<file path="config.mk">
export PLATFORM = sky130hd
export DESIGN_NAME = cpu16_core
export DESIGN_NICKNAME = d
export VERILOG_FILES = /design/src/logic/cpu16_pkg.sv /design/src/logic/cpu16_ex_if.sv /design/src/logic/cpu16_decode.sv /design/src/logic/cpu16_regfile.sv /design/src/logic/cpu16_alu.sv /design/src/logic/cpu16_ex.sv /design/src/logic/cpu16_mem_stage.sv /design/src/logic/cpu16_core.sv
export VERILOG_INCLUDE_DIRS = /design/src /design/src/include
export SDC_FILE = /design/constraint.sdc
export NUM_CORES = 2
export LEC_CHECK = 0
export BUFFER_PORTS_ARGS = -buffer_cell sky130_fd_sc_hd__buf_4
export CAP_MARGIN = 40
export CELL_PAD_IN_SITES_DETAIL_PLACEMENT = 1
export CELL_PAD_IN_SITES_GLOBAL_PLACEMENT = 2
export CORE_MARGIN = 8
export CORE_UTILIZATION = 45
export DETAILED_ROUTE_END_ITERATION = 8
export PLACE_DENSITY_LB_ADDON = 0.05
export SLEW_MARGIN = 15
export SYNTH_ARGS = -nofsm -noshare
export SYNTH_HDL_FRONTEND = slang
export SYNTH_SLANG_ARGS = --single-unit
</file>
<file path="constraint.sdc">
create_clock -name clk_i -period 5.3 [get_ports clk_i]
set_clock_uncertainty 0.05 [all_clocks]
set_input_delay 1.06 -clock clk_i [delete_from_list [all_inputs] [get_ports clk_i]]
set_output_delay 1.06 -clock clk_i [all_outputs]
set_load 0.02 [all_outputs]
</file>
<file path="src/include/cpu16_consts.svh">
`ifndef CPU16_CONSTS_SVH
`define CPU16_CONSTS_SVH

//////////////////////////////
// Datapath widths
//////////////////////////////

// Data word width
`define CPU16_XLEN 16
// Register code width
`define CPU16_RAW 4
// Architectural registers r0 to r14
`define CPU16_NREGS 15
// Code 15 means operand comes from no register
`define CPU16_NO_REG 4'd15

// Data memory, 64 words
`define CPU16_DMEM_AW 6
`define CPU16_DMEM_DEPTH 64

//////////////////////////////
// Opcodes, instr[15:12]
//////////////////////////////

// Register-register forms
`define CPU16_OP_ADD 4'h0
`define CPU16_OP_SUB 4'h1
`define CPU16_OP_AND 4'h2
`define CPU16_OP_OR 4'h3
`define CPU16_OP_XOR 4'h4
`define CPU16_OP_SLL 4'h5
`define CPU16_OP_SRL 4'h6
// Immediate forms, imm4 zero-extended
`define CPU16_OP_ADDI 4'h7
`define CPU16_OP_LW 4'h8
`define CPU16_OP_SW 4'h9

`endif

</file>
<file path="src/logic/cpu16_pkg.sv">
`default_nettype none

`include "cpu16_consts.svh"

package cpu16_pkg;

	//////////////////////////////
	// Datapath vector types
	//////////////////////////////

	// One data word
	typedef logic [`CPU16_XLEN-1:0] word_t;

	// Register code, 15 is "no register"
	typedef logic [`CPU16_RAW-1:0] reg_addr_t;

	// Opcode, also used as ALU operation select
	typedef logic [3:0] alu_op_t;

	// Instruction word
	// op [15:12], rd [11:8], rs [7:4], rt or imm4 [3:0]
	typedef logic [15:0] instr_t;

	// Data memory word address
	// Low bits of the ALU result
	typedef logic [`CPU16_DMEM_AW-1:0] dmem_addr_t;

endpackage

`default_nettype wire

</file>
<file path="src/logic/cpu16_ex_if.sv">
`timescale 1ns/1ps
`default_nettype none

// Decoded operation held in the ID/EX register
interface cpu16_ex_if;

	// ALU operation select
	cpu16_pkg::alu_op_t aluop;

	// Operand values as read in ID
	// alusrc2 already holds the immediate for immediate forms
	cpu16_pkg::word_t alusrc1;
	cpu16_pkg::word_t alusrc2;

	// Register codes behind the operands, NO_REG if none
	cpu16_pkg::reg_addr_t regsrc1;
	cpu16_pkg::reg_addr_t regsrc2;

	// Store data register and its value from the regfile
	cpu16_pkg::reg_addr_t regsrc_sw;
	cpu16_pkg::word_t memdata;

	// Pipeline register side
	modport stage_src (
		output aluop, alusrc1, alusrc2, regsrc1, regsrc2, regsrc_sw, memdata
	);

	// Execute stage side
	modport stage_dst (
		input aluop, alusrc1, alusrc2, regsrc1, regsrc2, regsrc_sw, memdata
	);

endinterface

`default_nettype wire

</file>
<file path="src/logic/cpu16_decode.sv">
`timescale 1ns/1ps
`default_nettype none

`include "cpu16_consts.svh"

module cpu16_decode (
	input  cpu16_pkg::instr_t    instr_i,
	output cpu16_pkg::reg_addr_t rd_o,
	output cpu16_pkg::reg_addr_t rs_o,
	output cpu16_pkg::reg_addr_t rt_o,
	output cpu16_pkg::alu_op_t   aluop_o,
	output cpu16_pkg::word_t     imm_o,
	output logic                 use_imm_o,
	output logic                 regwrite_o,
	output logic                 memread_o,
	output logic                 memwrite_o
);

	cpu16_pkg::alu_op_t op;
	logic is_alu_rr;

	// Field split
	assign op   = instr_i[15:12];
	assign rd_o = instr_i[11:8];
	assign rs_o = instr_i[7:4];

	// imm4, zero-extended
	assign imm_o = {{(`CPU16_XLEN-4){1'b0}}, instr_i[3:0]};

	// Register-register group
	assign is_alu_rr = (op == `CPU16_OP_ADD) || (op == `CPU16_OP_SUB) ||
			(op == `CPU16_OP_AND) || (op == `CPU16_OP_OR) ||
			(op == `CPU16_OP_XOR) || (op == `CPU16_OP_SLL) ||
			(op == `CPU16_OP_SRL);

	assign memread_o  = (op == `CPU16_OP_LW);
	assign memwrite_o = (op == `CPU16_OP_SW);
	assign use_imm_o  = (op == `CPU16_OP_ADDI) || memread_o || memwrite_o;

	// Immediate operand never matches a forwarding destination
	assign rt_o = use_imm_o ? `CPU16_NO_REG : instr_i[3:0];

	// Stores and NOPs write nothing, r15 is not a register
	assign regwrite_o = (is_alu_rr || (op == `CPU16_OP_ADDI) || memread_o) &&
			(rd_o != `CPU16_NO_REG);

	// Address computation for memory ops is a plain add
	assign aluop_o = (memread_o || memwrite_o) ? `CPU16_OP_ADD : op;

endmodule

`default_nettype wire

</file>
<file path="src/logic/cpu16_regfile.sv">
`timescale 1ns/1ps
`default_nettype none

`include "cpu16_consts.svh"

module cpu16_regfile (
	input  logic                 clk_i,
	input  logic                 rst_n_i,
	input  cpu16_pkg::reg_addr_t ra1_i,
	input  cpu16_pkg::reg_addr_t ra2_i,
	input  cpu16_pkg::reg_addr_t ra3_i,
	input  cpu16_pkg::reg_addr_t wa_i,
	input  logic                 we_i,
	input  cpu16_pkg::word_t     wd_i,
	output cpu16_pkg::word_t     rd1_o,
	output cpu16_pkg::word_t     rd2_o,
	output cpu16_pkg::word_t     rd3_o
);

	// r0 to r14
	cpu16_pkg::word_t regs [`CPU16_NREGS];

	// One read port, code 15 reads zero
	// Write in the same cycle wins so WB is seen by ID
	function automatic cpu16_pkg::word_t read_port(input cpu16_pkg::reg_addr_t ra);
		cpu16_pkg::word_t val;
		if (ra == `CPU16_NO_REG)
			val = '0;
		else if (we_i && (ra == wa_i))
			val = wd_i;
		else
			val = regs[ra];
		return val;
	endfunction

	always_comb begin
		rd1_o = read_port(ra1_i);
		rd2_o = read_port(ra2_i);
		rd3_o = read_port(ra3_i);
	end

	always_ff @(posedge clk_i or negedge rst_n_i) begin
		if (!rst_n_i) begin
			for (int i = 0; i < `CPU16_NREGS; i++)
				regs[i] <= '0;
		end else if (we_i && (wa_i != `CPU16_NO_REG)) begin
			regs[wa_i] <= wd_i;
		end
	end

endmodule

`default_nettype wire

</file>
<file path="src/logic/cpu16_alu.sv">
`timescale 1ns/1ps
`default_nettype none

`include "cpu16_consts.svh"

module cpu16_alu (
	input  cpu16_pkg::alu_op_t op_i,
	input  cpu16_pkg::word_t   a_i,
	input  cpu16_pkg::word_t   b_i,
	output cpu16_pkg::word_t   result_o
);

	// Shift amount, low four bits of b
	logic [3:0] shamt;

	assign shamt = b_i[3:0];

	always_comb begin
		case (op_i)
			`CPU16_OP_ADD:
				result_o = a_i + b_i;
			`CPU16_OP_SUB:
				result_o = a_i - b_i;
			`CPU16_OP_AND:
				result_o = a_i & b_i;
			`CPU16_OP_OR:
				result_o = a_i | b_i;
			`CPU16_OP_XOR:
				result_o = a_i ^ b_i;
			`CPU16_OP_SLL:
				result_o = a_i << shamt;
			`CPU16_OP_SRL:
				result_o = a_i >> shamt;
			// Immediate add and address generation
			`CPU16_OP_ADDI,
			`CPU16_OP_LW,
			`CPU16_OP_SW:
				result_o = a_i + b_i;
			// NOP
			default:
				result_o = '0;
		endcase
	end

endmodule

`default_nettype wire

</file>
<file path="src/logic/cpu16_ex.sv">
`timescale 1ns/1ps
`default_nettype none

module cpu16_ex (
	cpu16_ex_if.stage_dst        ex_if,
	input  cpu16_pkg::reg_addr_t exregdst_i,
	input  logic                 exregwrite_i,
	input  cpu16_pkg::word_t     exregdata_i,
	input  cpu16_pkg::reg_addr_t memregdst_i,
	input  logic                 memregwrite_i,
	input  cpu16_pkg::word_t     memregdata_i,
	output cpu16_pkg::word_t     alures_o,
	output cpu16_pkg::word_t     memdata_o
);

	//////////////////////////////
	// Forwarding
	//////////////////////////////

	cpu16_pkg::word_t opa;
	cpu16_pkg::word_t opb;

	// Freshest value of one source register
	// EX/MEM is younger than MEM/WB, so it is checked first
	// NO_REG never matches since no stage writes r15
	function automatic cpu16_pkg::word_t fwd_sel(
		input cpu16_pkg::reg_addr_t src,
		input cpu16_pkg::word_t     id_val
	);
		cpu16_pkg::word_t val;
		if (exregwrite_i && (exregdst_i == src))
			val = exregdata_i;
		else if (memregwrite_i && (memregdst_i == src))
			val = memregdata_i;
		else
			val = id_val;
		return val;
	endfunction

	always_comb begin
		opa = fwd_sel(ex_if.regsrc1, ex_if.alusrc1);
		// Immediate forms carry NO_REG here and keep imm4
		opb = fwd_sel(ex_if.regsrc2, ex_if.alusrc2);
		// Store data, same rule as the operands
		memdata_o = fwd_sel(ex_if.regsrc_sw, ex_if.memdata);
	end

	//////////////////////////////
	// ALU
	//////////////////////////////

	cpu16_alu u_alu (
		.op_i     (ex_if.aluop),
		.a_i      (opa),
		.b_i      (opb),
		.result_o (alures_o)
	);

endmodule

`default_nettype wire

</file>
<file path="src/logic/cpu16_mem_stage.sv">
`timescale 1ns/1ps
`default_nettype none

`include "cpu16_consts.svh"

module cpu16_mem_stage (
	input  logic                  clk_i,
	input  logic                  rst_n_i,
	input  logic                  we_i,
	input  logic                  memread_i,
	input  cpu16_pkg::dmem_addr_t addr_i,
	input  cpu16_pkg::word_t      wdata_i,
	input  cpu16_pkg::word_t      alures_i,
	output cpu16_pkg::word_t      result_o
);

	// 64-word data memory
	cpu16_pkg::word_t mem [`CPU16_DMEM_DEPTH];
	cpu16_pkg::word_t rdata;

	// Read in the same cycle as the address
	assign rdata = mem[addr_i];

	// Write lands on the edge that leaves MEM
	always_ff @(posedge clk_i or negedge rst_n_i) begin
		if (!rst_n_i) begin
			// Memory starts out all zero
			for (int i = 0; i < `CPU16_DMEM_DEPTH; i++)
				mem[i] <= '0;
		end else if (we_i) begin
			mem[addr_i] <= wdata_i;
		end
	end

	// Loads return the memory word, everything else the ALU result
	assign result_o = memread_i ? rdata : alures_i;

endmodule

`default_nettype wire

</file>
<file path="src/logic/cpu16_core.sv">
`timescale 1ns/1ps
`default_nettype none

`include "cpu16_consts.svh"

module cpu16_core (
	input  logic                  clk_i,
	input  logic                  rst_n_i,
	input  logic                  instr_valid_i,
	input  cpu16_pkg::instr_t     instr_i,
	output logic                  wb_en_o,
	output cpu16_pkg::reg_addr_t  wb_dst_o,
	output cpu16_pkg::word_t      wb_data_o,
	output logic                  st_en_o,
	output cpu16_pkg::dmem_addr_t st_addr_o,
	output cpu16_pkg::word_t      st_data_o
);

	//////////////////////////////
	// Stage signals
	//////////////////////////////

	// IF/ID
	logic ifid_valid;
	cpu16_pkg::instr_t ifid_instr;

	// Decode outputs
	cpu16_pkg::reg_addr_t dec_rd, dec_rs, dec_rt;
	cpu16_pkg::alu_op_t dec_aluop;
	cpu16_pkg::word_t dec_imm;
	logic dec_use_imm, dec_regwrite, dec_memread, dec_memwrite;
	cpu16_pkg::word_t rf_rd1, rf_rd2, rf_rd3;

	// ID/EX
	// Payload lives in the interface
	logic idex_valid, idex_regwrite, idex_memread, idex_memwrite;
	cpu16_pkg::reg_addr_t idex_rd;
	cpu16_ex_if ex_bus ();
	cpu16_pkg::word_t ex_alures, ex_stdata;

	// EX/MEM
	logic exmem_valid, exmem_regwrite, exmem_memread, exmem_memwrite;
	cpu16_pkg::reg_addr_t exmem_rd;
	cpu16_pkg::word_t exmem_alures, exmem_stdata, mem_result;
	logic ex_fwd_we;

	// MEM/WB
	logic memwb_valid, memwb_regwrite;
	cpu16_pkg::reg_addr_t memwb_rd;
	cpu16_pkg::word_t memwb_data;
	logic wb_we;

	// Valid chain
	// A low instr_valid_i becomes a bubble
	always_ff @(posedge clk_i or negedge rst_n_i) begin
		if (!rst_n_i) begin
			ifid_valid  <= 1'b0;
			idex_valid  <= 1'b0;
			exmem_valid <= 1'b0;
			memwb_valid <= 1'b0;
		end else begin
			ifid_valid  <= instr_valid_i;
			idex_valid  <= ifid_valid;
			exmem_valid <= idex_valid;
			memwb_valid <= exmem_valid;
		end
	end

	//////////////////////////////
	// ID
	//////////////////////////////

	cpu16_decode u_decode (
		.instr_i (ifid_instr), .rd_o (dec_rd), .rs_o (dec_rs), .rt_o (dec_rt),
		.aluop_o (dec_aluop), .imm_o (dec_imm), .use_imm_o (dec_use_imm),
		.regwrite_o (dec_regwrite), .memread_o (dec_memread), .memwrite_o (dec_memwrite)
	);

	// Port 3 reads the store data register
	cpu16_regfile u_regfile (
		.clk_i (clk_i), .rst_n_i (rst_n_i),
		.ra1_i (dec_rs), .ra2_i (dec_rt), .ra3_i (dec_rd),
		.wa_i (memwb_rd), .we_i (wb_we), .wd_i (memwb_data),
		.rd1_o (rf_rd1), .rd2_o (rf_rd2), .rd3_o (rf_rd3)
	);

	// Pipeline payload registers
	always_ff @(posedge clk_i) begin
		ifid_instr <= instr_i;
		// ID/EX
		idex_rd          <= dec_rd;
		idex_regwrite    <= dec_regwrite;
		idex_memread     <= dec_memread;
		idex_memwrite    <= dec_memwrite;
		ex_bus.aluop     <= dec_aluop;
		ex_bus.alusrc1   <= rf_rd1;
		ex_bus.alusrc2   <= dec_use_imm ? dec_imm : rf_rd2;
		ex_bus.regsrc1   <= dec_rs;
		ex_bus.regsrc2   <= dec_rt;
		ex_bus.regsrc_sw <= dec_memwrite ? dec_rd : `CPU16_NO_REG;
		ex_bus.memdata   <= rf_rd3;
		// EX/MEM
		exmem_rd       <= idex_rd;
		exmem_regwrite <= idex_regwrite;
		exmem_memread  <= idex_memread;
		exmem_memwrite <= idex_memwrite;
		exmem_alures   <= ex_alures;
		exmem_stdata   <= ex_stdata;
		// MEM/WB
		memwb_rd       <= exmem_rd;
		memwb_regwrite <= exmem_regwrite;
		memwb_data     <= mem_result;
	end

	//////////////////////////////
	// EX and MEM
	//////////////////////////////

	assign ex_fwd_we = exmem_valid & exmem_regwrite;

	cpu16_ex u_ex (
		.ex_if (ex_bus.stage_dst),
		.exregdst_i (exmem_rd), .exregwrite_i (ex_fwd_we), .exregdata_i (exmem_alures),
		.memregdst_i (memwb_rd), .memregwrite_i (wb_we), .memregdata_i (memwb_data),
		.alures_o (ex_alures), .memdata_o (ex_stdata)
	);

	// Word address is the low bits of the sum
	cpu16_mem_stage u_mem (
		.clk_i (clk_i), .rst_n_i (rst_n_i),
		.we_i (st_en_o), .memread_i (exmem_memread),
		.addr_i (exmem_alures[`CPU16_DMEM_AW-1:0]), .wdata_i (exmem_stdata),
		.alures_i (exmem_alures), .result_o (mem_result)
	);

	// External strobes
	assign st_en_o   = exmem_valid & exmem_memwrite;
	assign st_addr_o = exmem_alures[`CPU16_DMEM_AW-1:0];
	assign st_data_o = exmem_stdata;
	assign wb_we     = memwb_valid & memwb_regwrite;
	assign wb_en_o   = wb_we;
	assign wb_dst_o  = memwb_rd;
	assign wb_data_o = memwb_data;

endmodule

`default_nettype wire

</file>
==> flow_metrics.tcl <==
set metrics [dict create \
    run_status "finished clean" \
    dr_drc_count 0 \
    number_of_flops_mapped_to_enable_cells_by_yosys 0 \
    clock_path_buffers 3 \
    critical_path.startpoint_type "register" \
    die_area_sq_um 163000 \
    worst-r2r-cell-count 21 \
    synth.ff_latch_count 1415 \
    yosys_warnings 0 \
    power.density_nw_per_um2 389 \
    timing.final.ws_setup_ns 0.320 \
    grt_start_max_net_pins 141 \
    number_of_antenna_violations_at_the_first_check_in_global_routing 8 \
    dr.pass1.iters 5 \
    grt_overflow_total 0 \
    io-pin-count 63 \
    multi_input_area_sq_um 31100 \
    total_buffers_and_inverters_traversed_by_the_critical_path 3 \
    worst_r2r_startpoint "memwb_valid$_DFF_PN0_" \
    regToRegEndpoint "exmem_alures[15]$_SDFF_PN0_" \
    max_freq_ghz 0.201 \
    final_common_cell "sky130_fd_sc_hd__mux2_2" \
    worst_skew_pair_later_pin_latency_ns 0.81 \
    ff2ff_setup_slack_ns 0.32 \
    chipHeight_um 404 \
    syn-num-nets 5373 \
    wl_per_cell_um 32.6 \
    place_hpwl_um 155000 \
    crit_arrival_ns 5.67 \
    post-route-period-util_pct 94.0 \
    post-route-min-period_ns 4.98 \
    hold_class "primary input to asynchronous set/reset pin" \
    cts_max_level 4 \
    post_layout_total_power_w 0.0299 \
    timing.critical_path.max_delay_family "compound AO/OA/AOI/OAI gates" \
    cts.clk_slew.worst_paths_ns 0.06 \
    timing.final.hold_violations 0 \
    seqCellArea_sq_um 34700 \
    final_layout_size_suffix_gt1_share_pct 39.8 \
    final_core_util_pct 51.5 \
    cts.sink_count 1415 \
    place.gp.congestion 0.864 \
    ctsHoldBuffers 0 \
    yosys-top-cells-area "sky130_fd_sc_hd__dfrtp_1 (47%), sky130_fd_sc_hd__mux2_2 (21%), sky130_fd_sc_hd__dfxtp_1 (4.3%)" \
    design.core.area_sq_um 150000 \
    instances_no_fill 7453 \
    portBuffers 62 \
    setup_viol_count_final 0 \
    wp_data_required_ns 5.99 \
    ys.flop_type "sky130_fd_sc_hd__dfrtp_1" \
    ys_seq_area_share_pct 51.2 \
    tritoncts "done" \
    vdd_ir_drop_max_uv 304 \
    synth_top_cell_area_share_pct 46.9 \
    design.final.nets 5373 \
    crit_chain "nand2_1, inv_4, and2_1, buf_4, nand3_1, a31o_2, inv_1, nor3_2, and2_1, a21oi_1, xnor2_1, ha_1, a21o_1, a21oi_1, o21ai_0, a311oi_2, a21oi_1, a31o_2, or4_4, a31oi_1, nand3b_1" \
    most-common-layout-cells "sky130_fd_sc_hd__mux2_2 (1281), sky130_fd_sc_hd__dfrtp_1 (1268), sky130_fd_sc_hd__buf_4 (297)" \
    timing_worst_slew_pin_value_ns 0.930 \
    floorplan.die.width_um 404 \
    syn_area_sq_um 67700 \
    drt_iter0_drc 4139 \
    cp-end-kind "register" \
    crit_slowest_cell "sky130_fd_sc_hd__or4_4" \
    placement.setup.worst_slack_ns 0.285 \
    grt_usage_pct 29.4 \
    final-max-slew-violation-count 0 \
    placedCellCount 7149 \
    routed_via_density 6.38 \
    critical_path_peak_fanout 11 \
    post_synthesis_cell_count 5305 \
    drt-total-wl_um 243000 \
    syn_to_final_growth_pct 13.7 \
    synth.distinct_cells 79 \
    async_flop_share_pct 89.6 \
    max-cap-violations 0 \
    yosysTopAreaCell "sky130_fd_sc_hd__dfrtp_1" \
    synthesis.area_per_instance_sq_um 12.8 \
    cp_slowest_stage_delay_ns 0.42 \
    cellLeakagePower_nw 35.2 \
    tritoncts.num_buffers 161 \
    grt_pass1_vias 50062 \
    crit_top_cell "sky130_fd_sc_hd__a21oi_1" \
    cts_root_buffer "sky130_fd_sc_hd__clkbuf_16" \
    dr_total_vias 47576 \
    relSlewSlack_pct 37.5 \
    drt.antenna.violating_nets 0 \
    worstSetupPathType "register to register" \
    site_rows 142 \
    floorplan.initialDensity_pct 45.3 \
    fill_cells 14874 \
    wire_length_of_the_first_global_routing_pass_um 359000 \
]
-- registers in the layout, indices dropped and copies added, names as in the netlist, 4 cells and up --
register	count
ex_bus.regsrc2	4
exmem_alures	16
ex_bus.regsrc1	4
idex_rd	4
ifid_instr	16
st_data_o	16
exmem_rd	4
ex_bus.memdata	16
u_mem.mem	1024
ex_bus.alusrc1	16
u_regfile.regs	240
ex_bus.regsrc_sw	4
wb_data_o	16
ex_bus.alusrc2	16
ex_bus.aluop	4
wb_dst_o	4
-- worst max-delay path by stage --
| stage | from | to | cells after the start | slack (ns) |
|---|---|---|---|---|
| finish | memwb_valid$_DFF_PN0_ | exmem_alures[15]$_SDFF_PN0_ | 21 | 0.32 |
| global route | memwb_valid$_DFF_PN0_ | exmem_alures[15]$_SDFF_PN0_ | 21 | -0.02 |
| CTS | memwb_valid$_DFF_PN0_ | exmem_alures[15]$_SDFF_PN0_ | 21 | 0.24 |
| detailed placement | memwb_valid$_DFF_PN0_ | exmem_alures[15]$_SDFF_PN0_ | 21 | 0.28 |
| global placement | exmem_rd[1]$_DFF_P_ | exmem_alures[15]$_SDFF_PN0_ | 20 | 0.35 |
| floorplan | wb_dst_o[3]$_DFF_P_ | exmem_alures[15]$_SDFF_PN0_ | 21 | 0.73 |
-- worst reg2reg max path, stage by stage, from the launching register on --
cell and delay, ns:
sky130_fd_sc_hd__dfrtp_1 0.36, sky130_fd_sc_hd__nand2_1 0.29, sky130_fd_sc_hd__inv_4 0.14, sky130_fd_sc_hd__and2_1 0.21, sky130_fd_sc_hd__buf_4 0.18, sky130_fd_sc_hd__nand3_1 0.09
sky130_fd_sc_hd__a31o_2 0.30, sky130_fd_sc_hd__inv_1 0.11, sky130_fd_sc_hd__nor3_2 0.34, sky130_fd_sc_hd__and2_1 0.23, sky130_fd_sc_hd__a21oi_1 0.09, sky130_fd_sc_hd__xnor2_1 0.15
sky130_fd_sc_hd__ha_1 0.37, sky130_fd_sc_hd__a21o_1 0.20, sky130_fd_sc_hd__a21oi_1 0.17, sky130_fd_sc_hd__o21ai_0 0.14, sky130_fd_sc_hd__a311oi_2 0.34, sky130_fd_sc_hd__a21oi_1 0.16
sky130_fd_sc_hd__a31o_2 0.30, sky130_fd_sc_hd__or4_4 0.42, sky130_fd_sc_hd__a31oi_1 0.13, sky130_fd_sc_hd__nand3b_1 0.13
-- synthesized netlist by cell type (41+ instances only) --
| library cell | number |
|---|---|
| sky130_fd_sc_hd__buf_2 | 98 |
| sky130_fd_sc_hd__dfrtp_1 | 1268 |
| sky130_fd_sc_hd__mux2i_1 | 200 |
| sky130_fd_sc_hd__a22o_1 | 121 |
| sky130_fd_sc_hd__mux4_2 | 128 |
| sky130_fd_sc_hd__nand2_1 | 122 |
| sky130_fd_sc_hd__a31oi_1 | 169 |
| sky130_fd_sc_hd__nand3_1 | 52 |
| sky130_fd_sc_hd__nor2_1 | 242 |
| sky130_fd_sc_hd__clkbuf_1 | 321 |
| sky130_fd_sc_hd__ha_1 | 48 |
| sky130_fd_sc_hd__xnor2_1 | 41 |
| sky130_fd_sc_hd__mux2_2 | 1281 |
| sky130_fd_sc_hd__a22oi_1 | 282 |
| sky130_fd_sc_hd__a21oi_1 | 80 |
| sky130_fd_sc_hd__nor3_1 | 43 |
| sky130_fd_sc_hd__o21ai_0 | 86 |
| sky130_fd_sc_hd__dfxtp_1 | 147 |
| sky130_fd_sc_hd__buf_1 | 81 |
| sky130_fd_sc_hd__a221oi_1 | 129 |
-- kinds of logic (layout without fill, tap and decap cells) --
family	after synthesis	in the layout	share of synthesized area, %
AOI/OAI and AO/OA	1021	1021	11.0
other	0	4	0
buffers and inverters	556	684	3.37
adders and majority gates	49	49	0.917
DFF	1415	1415	51.2
xor gates and xnor gates	60	60	0.798
muxes	1619	1619	28.7
and+or+nand+nor	585	585	4.00
-- power by group --
part	leakage (nW)	internal (W)	switching (W)	total [W]
clock network	2.61	0.00657	0.00468	0.0113
registers	18.8	0.0115	0.000821	0.0123
logic	13.8	0.00208	0.00424	0.00632
total	35.2	0.0202	0.00974	0.0299
-- metal layers --
metal / global-route usage, % / vias up / wire length (um)
li1: - / 19916 / -
met1: 43.5 / 25954 / 114000
met2: 44.6 / 1357 / 108000
met3: 4.90 / 345 / 13400
met4: 8.43 / 4 / 7060
met5: 0 / - / 27
-- repair_timing --
action                     in CTS  in global routing
setup endpoints to repair       0                  1
buffers inserted                0                  0
resized for setup               0                  3
-- final cells by class --
cell class                      count  share of cell area, %
Sequential cell                  1415                   45.1
Multi-Input combinational cell   3334                   40.4
Clock buffer                      251                   6.29
Timing Repair Buffer              351                   4.15
Tap cell                         2016                   3.28
Clock inverter                     40                  0.592
Inverter                           42                  0.208
Antenna cell                        4                 0.0130
-- through the flow --
| step | cell area (sq um) | setup TNS, ns | hold WS, ns |
|---|---|---|---|
| after floorplan | 67700 | 0 | 0.260 |
| after global placement | 71000 | 0 | 0.263 |
| after detailed placement | 71600 | 0 | 0.265 |
| after CTS | 76900 | 0 | 0.182 |
| after global routing | 77000 | -0.0195 | 0.166 |
| final | 77000 | 0 | 0.119 |
(Power assumes the default switching activity.)
